File: src/rtl/keyPkg.sv
package keyPkg;

    // high byte is E0 for extended keys, 00 otherwise
    localparam int keyWidth = 16;

    // unshifted 7-bit ascii
    localparam int symbolWidth = 7;

    // keys that come out as strobes instead of symbols
    localparam logic [keyWidth-1:0] keyLeft = 16'hE06B;
    localparam logic [keyWidth-1:0] keyRight = 16'hE074;
    localparam logic [keyWidth-1:0] keyBackspace = 16'h0066;

endpackage

File: src/rtl/ps2Pkg.sv
package ps2Pkg;

    // one frame: start, eight data bits LSB first, odd parity, stop
    localparam int frameBits = 11;
    localparam int bitCountWidth = $clog2(frameBits);

    // bit positions inside a completed frame
    localparam int startPos = 0;
    localparam int dataLsb = 1;
    localparam int dataMsb = 8;
    localparam int parityPos = 9;
    localparam int stopPos = 10;

    // consecutive equal samples before a new ps2 clock level is taken
    localparam int filterDepth = 4;

    // system clocks of silence before a partial frame is dropped
    localparam int watchdogCycles = 4096;
    localparam int watchdogWidth = $clog2(watchdogCycles);

    // scan code prefixes
    localparam logic [7:0] extendPrefix = 8'hE0;
    localparam logic [7:0] breakPrefix = 8'hF0;

endpackage

File: src/rtl/keyDecoder.sv
`timescale 1ns/10ps

module keyDecoder (
    input  logic [keyPkg::keyWidth-1:0]    key,
    input  logic                           keyPressed,
    input  logic                           newKey,
    output logic                           left,
    output logic                           right,
    output logic                           backspace,
    output logic [keyPkg::symbolWidth-1:0] symbol
);

    import keyPkg::*;

    logic                   pressEvent;
    logic [symbolWidth-1:0] lookup;

    assign pressEvent = newKey && keyPressed;

    assign left = pressEvent && (key == keyLeft);
    assign right = pressEvent && (key == keyRight);
    assign backspace = pressEvent && (key == keyBackspace);

    // scan code set 2, main block then keypad
    always_comb begin
        case (key)
            16'h0016: lookup = symbolWidth'("1");
            16'h001E: lookup = symbolWidth'("2");
            16'h0026: lookup = symbolWidth'("3");
            16'h0025: lookup = symbolWidth'("4");
            16'h002E: lookup = symbolWidth'("5");
            16'h0036: lookup = symbolWidth'("6");
            16'h003D: lookup = symbolWidth'("7");
            16'h003E: lookup = symbolWidth'("8");
            16'h0046: lookup = symbolWidth'("9");
            16'h0045: lookup = symbolWidth'("0");
            16'h004E: lookup = symbolWidth'("-");
            16'h0015: lookup = symbolWidth'("q");
            16'h001D: lookup = symbolWidth'("w");
            16'h0024: lookup = symbolWidth'("e");
            16'h002D: lookup = symbolWidth'("r");
            16'h002C: lookup = symbolWidth'("t");
            16'h0035: lookup = symbolWidth'("y");
            16'h003C: lookup = symbolWidth'("u");
            16'h0043: lookup = symbolWidth'("i");
            16'h0044: lookup = symbolWidth'("o");
            16'h004D: lookup = symbolWidth'("p");
            16'h0054: lookup = symbolWidth'("[");
            16'h005B: lookup = symbolWidth'("]");
            16'h001C: lookup = symbolWidth'("a");
            16'h001B: lookup = symbolWidth'("s");
            16'h0023: lookup = symbolWidth'("d");
            16'h002B: lookup = symbolWidth'("f");
            16'h0034: lookup = symbolWidth'("g");
            16'h0033: lookup = symbolWidth'("h");
            16'h003B: lookup = symbolWidth'("j");
            16'h0042: lookup = symbolWidth'("k");
            16'h004B: lookup = symbolWidth'("l");
            16'h001A: lookup = symbolWidth'("z");
            16'h0022: lookup = symbolWidth'("x");
            16'h0021: lookup = symbolWidth'("c");
            16'h002A: lookup = symbolWidth'("v");
            16'h0032: lookup = symbolWidth'("b");
            16'h0031: lookup = symbolWidth'("n");
            16'h003A: lookup = symbolWidth'("m");
            16'h0049: lookup = symbolWidth'(".");
            16'h004A: lookup = symbolWidth'("/");
            // keypad; its slash is the extended code
            16'hE04A: lookup = symbolWidth'("/");
            16'h007C: lookup = symbolWidth'("*");
            16'h007B: lookup = symbolWidth'("-");
            16'h0079: lookup = symbolWidth'("+");
            16'h006C: lookup = symbolWidth'("7");
            16'h0075: lookup = symbolWidth'("8");
            16'h007D: lookup = symbolWidth'("9");
            16'h006B: lookup = symbolWidth'("4");
            16'h0073: lookup = symbolWidth'("5");
            16'h0074: lookup = symbolWidth'("6");
            16'h0069: lookup = symbolWidth'("1");
            16'h0072: lookup = symbolWidth'("2");
            16'h007A: lookup = symbolWidth'("3");
            16'h0070: lookup = symbolWidth'("0");
            16'h0071: lookup = symbolWidth'(".");
            default:  lookup = '0;
        endcase
    end

    // releases and idle cycles give no symbol
    assign symbol = pressEvent ? lookup : '0;

endmodule

File: src/rtl/keyboard.sv
`timescale 1ns/10ps

module keyboard (
    input  logic                           clk,
    input  logic                           arstN,
    input  logic                           ps2Clk,
    input  logic                           ps2Dat,
    output logic                           left,
    output logic                           right,
    output logic                           backspace,
    output logic                           frameError,
    output logic [keyPkg::symbolWidth-1:0] symbol
);

    import keyPkg::*;

    logic [7:0]          rxByte;
    logic                byteValid;
    logic [keyWidth-1:0] key;
    logic                keyPressed;
    logic                newKey;

    ps2FrameRx frameRx (
        .clk        (clk),
        .arstN      (arstN),
        .ps2Clk     (ps2Clk),
        .ps2Dat     (ps2Dat),
        .rxByte     (rxByte),
        .byteValid  (byteValid),
        .frameError (frameError)
    );

    // frameError also drops any pending prefix
    scanCodeAssembler assembler (
        .clk        (clk),
        .arstN      (arstN),
        .rxByte     (rxByte),
        .byteValid  (byteValid),
        .frameError (frameError),
        .key        (key),
        .keyPressed (keyPressed),
        .newKey     (newKey)
    );

    keyDecoder decoder (
        .key        (key),
        .keyPressed (keyPressed),
        .newKey     (newKey),
        .left       (left),
        .right      (right),
        .backspace  (backspace),
        .symbol     (symbol)
    );

endmodule

File: src/rtl/ps2FrameRx.sv
`timescale 1ns/10ps

module ps2FrameRx (
    input  logic       clk,
    input  logic       arstN,
    input  logic       ps2Clk,
    input  logic       ps2Dat,
    output logic [7:0] rxByte,
    output logic       byteValid,
    output logic       frameError
);

    import ps2Pkg::*;

    logic [1:0]               clkSync;
    logic [1:0]               datSync;
    logic [filterDepth-1:0]   clkHist;
    logic                     cleanClk;
    logic                     fallEdge;
    logic                     stopEdge;
    logic [bitCountWidth-1:0] bitCnt;
    logic [frameBits-2:0]     shiftReg;
    logic [frameBits-1:0]     nextFrame;
    logic                     frameGood;
    logic [watchdogWidth-1:0] wdCnt;
    logic                     wdExpired;

    // both lines idle high, so the synchronisers reset to 1
    always_ff @(posedge clk or negedge arstN) begin
        if (!arstN) begin
            clkSync <= 2'b11;
            datSync <= 2'b11;
        end else begin
            clkSync <= {clkSync[0], ps2Clk};
            datSync <= {datSync[0], ps2Dat};
        end
    end

    // level only changes once the whole history agrees
    always_ff @(posedge clk or negedge arstN) begin
        if (!arstN) begin
            clkHist <= '1;
            cleanClk <= 1'b1;
        end else begin
            clkHist <= {clkHist[filterDepth-2:0], clkSync[1]};
            if (&clkHist) begin
                cleanClk <= 1'b1;
            end else if (~|clkHist) begin
                cleanClk <= 1'b0;
            end
        end
    end

    assign fallEdge = cleanClk && (clkHist == '0);
    assign stopEdge = fallEdge && (bitCnt == bitCountWidth'(frameBits - 1));

    // new bit enters at the top, so bit 0 ends up holding the start bit
    assign nextFrame = {datSync[1], shiftReg};
    assign frameGood = !nextFrame[startPos]
                       && (^nextFrame[parityPos:dataLsb])
                       && nextFrame[stopPos];

    assign wdExpired = (wdCnt == watchdogWidth'(watchdogCycles - 1));

    always_ff @(posedge clk) begin
        if (fallEdge) begin
            shiftReg <= nextFrame[frameBits-1:1];
        end
    end

    // watchdog only runs while a frame is partly received
    always_ff @(posedge clk or negedge arstN) begin
        if (!arstN) begin
            bitCnt <= '0;
            wdCnt <= '0;
        end else if (fallEdge) begin
            wdCnt <= '0;
            if (stopEdge) begin
                bitCnt <= '0;
            end else begin
                bitCnt <= bitCnt + 1'b1;
            end
        end else if (bitCnt != '0) begin
            if (wdExpired) begin
                bitCnt <= '0;
                wdCnt <= '0;
            end else begin
                wdCnt <= wdCnt + 1'b1;
            end
        end
    end

    always_ff @(posedge clk or negedge arstN) begin
        if (!arstN) begin
            byteValid <= 1'b0;
            frameError <= 1'b0;
        end else begin
            byteValid <= stopEdge && frameGood;
            frameError <= stopEdge && !frameGood;
        end
    end

    always_ff @(posedge clk) begin
        if (stopEdge) begin
            rxByte <= nextFrame[dataMsb:dataLsb];
        end
    end

    validErrorExclusive: assert property (
        @(posedge clk) disable iff (!arstN) !(byteValid && frameError)
    );

    byteValidPulse: assert property (
        @(posedge clk) disable iff (!arstN) byteValid |=> !byteValid
    );

    frameErrorPulse: assert property (
        @(posedge clk) disable iff (!arstN) frameError |=> !frameError
    );

endmodule

File: src/rtl/scanCodeAssembler.sv
`timescale 1ns/10ps

module scanCodeAssembler (
    input  logic                        clk,
    input  logic                        arstN,
    input  logic [7:0]                  rxByte,
    input  logic                        byteValid,
    input  logic                        frameError,
    output logic [keyPkg::keyWidth-1:0] key,
    output logic                        keyPressed,
    output logic                        newKey
);

    import ps2Pkg::*;

    logic extended;
    logic released;
    logic isPrefix;
    logic codeByte;

    assign isPrefix = (rxByte == extendPrefix) || (rxByte == breakPrefix);
    assign codeByte = byteValid && !isPrefix;

    // prefix flags and the event strobe
    always_ff @(posedge clk or negedge arstN) begin
        if (!arstN) begin
            extended <= 1'b0;
            released <= 1'b0;
            newKey <= 1'b0;
        end else begin
            newKey <= codeByte;
            if (frameError || codeByte) begin
                extended <= 1'b0;
                released <= 1'b0;
            end else if (byteValid && (rxByte == extendPrefix)) begin
                extended <= 1'b1;
            end else if (byteValid && (rxByte == breakPrefix)) begin
                released <= 1'b1;
            end
        end
    end

    // payload is only looked at while newKey is high
    always_ff @(posedge clk) begin
        if (codeByte) begin
            key <= {(extended ? extendPrefix : 8'h00), rxByte};
            keyPressed <= !released;
        end
    end

    // a key event needs at least one frame, so events can never be adjacent
    newKeyPulse: assert property (
        @(posedge clk) disable iff (!arstN) newKey |=> !newKey
    );

endmodule

File: config.mk
export PLATFORM = sky130hd
export DESIGN_NAME = keyboard
export DESIGN_NICKNAME = d
export VERILOG_FILES = /design/src/rtl/keyPkg.sv /design/src/rtl/ps2Pkg.sv /design/src/rtl/keyDecoder.sv /design/src/rtl/keyboard.sv /design/src/rtl/ps2FrameRx.sv /design/src/rtl/scanCodeAssembler.sv
export SDC_FILE = /design/constraint.sdc
export NUM_CORES = 1
export LEC_CHECK = 0
export BUFFER_PORTS_ARGS = -buffer_cell sky130_fd_sc_hd__buf_2
export CAP_MARGIN = 20
export CORE_MARGIN = 2
export CORE_UTILIZATION = 33
export DETAILED_ROUTE_END_ITERATION = 10
export PLACE_DENSITY_LB_ADDON = 0.3
export SETUP_SLACK_MARGIN = 0.05
export SYNTH_ARGS = -nofsm -noshare
export SYNTH_HDL_FRONTEND = slang
export SYNTH_SLANG_ARGS = --single-unit
File: constraint.sdc
create_clock -name clk -period 2.2 [get_ports clk]
set_input_delay 0.22 -clock clk [delete_from_list [all_inputs] [get_ports clk]]
set_output_delay 0.22 -clock clk [all_outputs]
set_load 0.03 [all_outputs]
==> results of run 1 <==
power groups by stage:
| stage | clock network, µW | registers (µW) | logic (µW) |
|---|---|---|---|
| global route | 1230 | 1250 | 155 |
| CTS | 1180 | 1240 | 137 |
| global placement | 0 | 1260 | 129 |
| detailed placement | 0 | 1260 | 131 |
| floorplan | 0 | 1250 | 99.2 |
| finish | 1150 | 1240 | 135 |
registers in the layout (all words and copies together), names as in the netlist, 2 cells and up:
signal            flops
frameRx.wdCnt        12
assembler.key         9
frameRx.shiftReg     10
frameRx.datSync       2
frameRx.bitCnt        4
frameRx.rxByte        8
frameRx.clkSync       2
frameRx.clkHist       4
per-layer routing:
layer	vias up	wire length, µm	share of wire
met5	-	0	0
met3	23	298	0.032
met2	55	4739	0.50
met4	0	236	0.025
li1	1474	-	-
met1	1403	4134	0.44
worst max-delay path: stages (launching register included):
cell and delay [ps]:
edfxtp_1 520, buf_6 190, buf_4 140, nor3_4 330, a21oi_1 70, o22a_1 240, and3b_1 220, a31oi_2 180
buf_6 160
layout make-up:
cell class | count | area [µm²] | area share
Sequential cell | 58 | 1603 | 0.3146
Multi-Input combinational cell | 244 | 2019 | 0.3964
Tap cell | 136 | 170.2 | 0.03340
Inverter | 12 | 45.04 | 0.008841
Timing Repair Buffer | 124 | 1025 | 0.2011
Clock inverter | 6 | 105.1 | 0.02063
Clock buffer | 10 | 127.6 | 0.02505
synth_stat cells (3+ instances only):
cell      number  share of area
nor2b_1        4         0.0072
buf_4          8          0.017
a21oi_1       13          0.019
o22ai_1        4         0.0072
nor2_1        34          0.037
ha_1           4          0.014
xnor2_1       14          0.035
nand2b_1       5         0.0090
a31oi_1        5         0.0090
inv_1         12          0.013
xor2_1         4          0.010
or3_1          6          0.011
nand2_1       24          0.026
o21ai_0       15          0.021
nor3_1         6         0.0086
dfstp_2        9          0.068
buf_2          3         0.0043
buf_6          6          0.019
a32o_1         3         0.0086
dfrtp_1       21           0.15
nor4_1         5         0.0090
and3_1         9          0.016
edfxtp_1      28           0.24
a32oi_1        3         0.0075
nand3_1       16          0.023
how the worst max path moves through the flow:
stage                                    start        end  slack, ps  cells after the start
floorplan           assembler.key[4]$_DFFE_PP_  symbol[6]        -40                      6
global placement    assembler.key[7]$_DFFE_PP_  symbol[5]       -330                      9
detailed placement  assembler.key[7]$_DFFE_PP_  symbol[5]       -280                      9
CTS                 assembler.key[6]$_DFFE_PP_  symbol[1]       -350                     10
global route        assembler.key[1]$_DFFE_PP_  symbol[5]       -500                      8
finish              assembler.key[0]$_DFFE_PP_  symbol[5]       -400                      8
cells by family after synthesis:
family                     after synthesis  synth area share
AOI/OAI and AO/OA                       74            0.1615
and+or+nand+nor                        148            0.2665
adders and majority gates                4           0.01433
buffers and inverters                   29           0.05372
xor gates and xnor gates                18           0.04513
DFF                                     58            0.4588
what timing repair did:
action                     CTS  global route
hold endpoints to repair    23             0
buffers inserted            16             5
pin swaps                   22            13
gates resized for setup     60            29
setup endpoints to repair    9            10
hold buffers                 3             0
through the flow:
stage | instances | worst slack, ps | power, µW | setup TNS, ps | hold slack [ps]
floorplan | 331 | -42.95 | 1349 | -42.95 | -75.59
global placement | 551 | -333.3 | 1387 | -1472 | 282.0
detailed placement | 551 | -276.8 | 1393 | -1332 | 282.6
CTS | 586 | -352.1 | 2557 | -2389 | 357.1
global route | 590 | -498.9 | 2635 | -3348 | 359.6
finish | 590 | -396.7 | 2526 | -2417 | 356.4
==> metrics.cfg, run 1 <==
[hold_path]
worstHoldStart = frameRx.clkSync[0]$_DFF_PN1_
worstHoldEndpoint = frameRx.clkSync[1]$_DFF_PN1_
holdPathStages = 0
hold_class = flop to flop

[critical_path]
criticalPathCategory = flop to output port
rr_worst_depth = 6
r2r-end = frameRx.bitCnt[1]$_DFFE_PN0P_
worstSetupEndpointType = output port
crit_fanout = 6
r2r_start = frameRx.clkHist[0]$_DFF_PN1_
critPathArrivalTime_ps = 2380
r2r_setup_slack_ps = 260
worstPathRequired_ps = 1980
start_kind = flop

[pwr]
seqPwrFrac = 0.491
pwr-share-clk = 0.455
peakVddDrop_mv = 0.7137
netSwitchingPower_uw = 536.5
p_comb_frac = 0.053
p_leak_uw = 0.002082
p_per_area_nw_per_um2 = 495.7
p_int_uw = 1989
switching_share = 0.2124

[logic_synthesis]
synth_cells = 331
synth-seq-cells = 58
yosysSeqAreaShare = 0.4588
synth_nets = 339
synth.distinct_cells = 75
synth_edf_count = 28
yosys_warnings = 0
async_flop_share = 0.5172
synthFlopType = edfxtp_1
syn_area_um2 = 3493
syn_area_per_cell_um2 = 10.55

[sta]
min_period_over_period = 1.180
fin_crit_ps = 2597
max_freq_mhz = 385.1
grt_setup_unrepaired = yes
drv_slew = 0
worst_pin_slew_ps = 644.7
setup_slack_ps = -396.7
hold_violations = 0
max-slew-margin-rel = 0.5702
setup_viol = 7
skew_ps = 10.24

[clocking]
cts_tree = built
clock_path_buffers = 2
cts-buffers-inserted = 9
clock_sinks = 58
clock_latency_ps = 330
clk_pin_slew_ps = 70
clock-root-buffer = clkbuf_8
cts.htree.levels = 3

[placement]
finalWeightedCongestion = 0.9081
dpl.hpwl_um = 7010
port_buffers = 14
place_area_um2 = 4289

[drt]
num_vias = 2955
wire_per_inst_um = 15.95
via_per_inst = 5.008
ant_nets = 0
route.detailed.drc = 0
wirelength_um = 9409
dr.pass1.iters = 4
drt_iter0_markers = 180

[grt]
grt_max_degree = 31
grt_pass1_wl_um = 15440
use_met3 = 0.03647
gr-usage-met1 = 0.2119
track_usage = 0.1747
antenna_found_initial = 0
grtUsageMet2 = 0.3030
grt_pass1_vias = 3098
grt_busiest_layer = met2
grt_overflow_total = 0

[layout]
syn2layout_area_growth_pct = 45.85
finish.utilization = 0.4935
finalNetCount = 457
final_cell_mix = buf_4 (92), nor2_1 (32), edfxtp_1 (28)
final_area_um2 = 5095
final_common_cell = buf_4
antenna_cells = 0
drive_above_1_share = 0.4780
fillCellCount = 910

[floorplanning]
design.core.area_um2 = 10320
rows = 37
start_util = 0.3384
fp.dieArea_um2 = 11420
die_h_um = 106.9
io_pins = 15
die_width_um = 106.9

[run_status]
violations = negative setup slack
status = complete, but fails checks

[job]
drv_cap = 0

Note: power is estimated with default switching activity, not from simulation.
==> run 2, diff against run 1 <==
Settings changed: CORE_UTILIZATION 33 to 35.
==> run 2 against run 1 <==
Sequential share of layout area rose by 0.72 points. The flow still finishes with violations (negative setup slack). Flip-flop and latch count did not move. Critical path depth rose by 1. Largest power group unchanged. Die area is 5.5% lower.
==> metrics.cfg, run 2 (synthesized netlist as in run 1, its figures left out) <==
[placement]
port_buffers = 14  ; unchanged
finalWeightedCongestion = 0.9240  ; +1.8%
dpl.hpwl_um = 6575  ; -6.2%
dp_slack_ps = -155.2  ; +121.6 ps

[critical_path]
start_kind = flop
cp-endpoint = symbol[5]
crit_fanout = 6  ; unchanged
critPathArrivalTime_ps = 2310  ; -70 ps
startpoint = assembler.key[2]$_DFFE_PP_
r2r_start = frameRx.clkHist[0]$_DFF_PN1_
criticalPathCategory = flop to output port
r2r_setup_slack_ps = 260  ; about the same
worstPathRequired_ps = 1980  ; about the same
r2r-end = frameRx.bitCnt[1]$_DFFE_PN0P_
rr_worst_depth = 6  ; unchanged
worstSetupEndpointType = output port

[sta]
worst_pin_slew_ps = 645.4  ; +0.6735 ps
hold_violations = 0  ; unchanged
setup_viol = 7  ; unchanged
grt_setup_unrepaired = yes
drv_slew = 0  ; unchanged
skew_ps = 4.472  ; -5.768 ps
fin_crit_ps = 2528  ; -68.63 ps
max-slew-margin-rel = 0.5698  ; about the same
fin_setup_tns_ps = -2101  ; +316.5 ps
setup_slack_ps = -328.1  ; +68.63 ps
min_period_over_period = 1.149  ; -0.03120
max_freq_mhz = 395.6  ; +2.7%

[floorplanning]
die_width_um = 103.9  ; -2.8%
die_h_um = 103.9  ; -2.8%
rows = 36  ; -2.7%
design.core.area_um2 = 9729  ; -5.8%
fp.dieArea_um2 = 10800  ; -5.5%
io_pins = 15  ; unchanged
start_util = 0.3591  ; +0.02067

[drt]
dr.pass1.iters = 4  ; unchanged
wirelength_um = 9225  ; -2.0%
route.detailed.drc = 0  ; unchanged
ant_nets = 0  ; unchanged
wire_per_inst_um = 16.02  ; +0.43%
num_vias = 3044  ; +3.0%
drt_iter0_markers = 128  ; -29%
via_per_inst = 5.285  ; +5.5%

[pwr]
netSwitchingPower_uw = 519.9  ; -3.1%
p_comb_frac = 0.055  ; +0.002
pwr-share-clk = 0.447  ; -0.008
switching_share = 0.2087  ; -0.003756
peakVddDrop_mv = 0.6009  ; -16%
seqPwrFrac = 0.498  ; +0.007
p_leak_uw = 0.002023  ; -2.8%
p_int_uw = 1972  ; -0.89%
p_per_area_nw_per_um2 = 500.2  ; +0.89%

[clocking]
cts_tree = built
cts-buffers-inserted = 9  ; unchanged
clock_sinks = 58  ; unchanged
clock-root-buffer = clkbuf_8
clock_latency_ps = 320  ; about the same
clk_pin_slew_ps = 60  ; about the same
cts.htree.levels = 3  ; unchanged
clock_path_buffers = 2  ; unchanged

[grt]
antenna_found_initial = 0  ; unchanged
grt_overflow_total = 0  ; unchanged
track_usage = 0.1779  ; +0.003186
grt_max_degree = 31  ; unchanged
grt_pass1_vias = 3096  ; -0.065%
grt_pass1_wl_um = 15500  ; +0.45%

[layout]
drive_above_1_share = 0.4515  ; -0.02651
final_cell_mix = buf_4 (80), nor2_1 (32), edfxtp_1 (28)
syn2layout_area_growth_pct = 42.59
antenna_cells = 0  ; unchanged
finish.utilization = 0.5120  ; +0.01844
largest_reg_flops = 12  ; unchanged
top_regs = frameRx.wdCnt: 12 flops, frameRx.shiftReg: 10 flops, assembler.key: 9 flops
finalNetCount = 446  ; -2.4%
regMostFlops = frameRx.wdCnt
final_common_cell = buf_4

[run_status]
violations = negative setup slack
status = complete, but fails checks

[job]
drv_cap = 0  ; unchanged

[hold_path]
hold_class = flop to flop

## run 2: cell count changes in the layout (fill, tap and decap cells not counted), moves of 2 or more
cell,before,now
o22ai_1,2,4
nand2b_1,3,5
nand2b_4,3,1
o22ai_2,2,0
buf_4,92,80
buf_6,23,21
clkinv_2,3,0
clkbuf_8,9,12
nor4b_2,3,1
nor2b_1,2,4
buf_12,1,3
## run 2: through the flow
step	cell area, µm²	instances	power [µW]	hold slack [ps]
floorplan	3526	331	1349	-75.59
global placement	4240	542	1387	279.0
detailed placement	4240	542	1396	287.7
CTS	4875	571	2531	359.3
global route	4981	576	2605	362.5
finish	4981	576	2491	355.9
## run 2: power groups by stage
| stage | logic [µW] | clock network, µW | registers (µW) |
|---|---|---|---|
| finish | 137 | 1110 | 1240 |
| global route | 159 | 1200 | 1250 |
| detailed placement | 135 | 0 | 1260 |
| floorplan | 99.2 | 0 | 1250 |
| CTS | 140 | 1150 | 1240 |
| global placement | 127 | 0 | 1260 |
## run 2: how the worst min path moves through the flow
stage / startpoint / end / cells past startpoint
4_1_cts: frameRx.clkSync[0]$_DFF_PN1_ / frameRx.clkSync[1]$_DFF_PN1_ / 0
2_1_floorplan: arstN / assembler.extended$_DFFE_PN0P_ / 0
3_3_place_gp: arstN / frameRx.wdCnt[1]$_DFFE_PN0P_ / 1
3_5_place_dp: arstN / frameRx.wdCnt[0]$_DFFE_PN0P_ / 1
6_report: frameRx.clkSync[1]$_DFF_PN1_ / frameRx.clkHist[0]$_DFF_PN1_ / 0
5_1_grt: frameRx.clkSync[1]$_DFF_PN1_ / frameRx.clkHist[0]$_DFF_PN1_ / 0
## run 2: cell type report
class | count | area [µm²]
fillers | 894 | 4748
multi-input cells | 244 | 1972
flip-flops and latches | 58 | 1603
repair buffers | 113 | 957.2
well taps | 133 | 166.4
clock buffers | 12 | 165.2
clock inverters | 4 | 72.57
inverters | 12 | 45.04
## run 2: timing repair
action | 4_1_cts | 5_1_grt
setup buffers | 10 | 6
resized for setup | 64 | 14
endpoints found under the setup margin | 8 | 10
endpoints found under the hold margin | 23 | 0
hold buffers | 3 | 0
pin swaps | 30 | 10
## run 2: per-layer routing
layer / track usage / routed length, µm / up-vias
met1: 0.2181 / 3985 / 1487
li1: - / - / 1447
met5: 0 / 0 / -
met3: 0.03133 / 312 / 33
met4: 0.1014 / 428 / 0
met2: 0.2956 / 4499 / 77
## run 2: critical path, cell delays in order, from the launching register on
cell	delay, ps
edfxtp_1	370
buf_4	170
nor2b_4	140
and3_4	180
buf_4	140
a2bb2oi_1	330
nand3_1	130
and3b_2	290
a31oi_2	90
buf_6	160
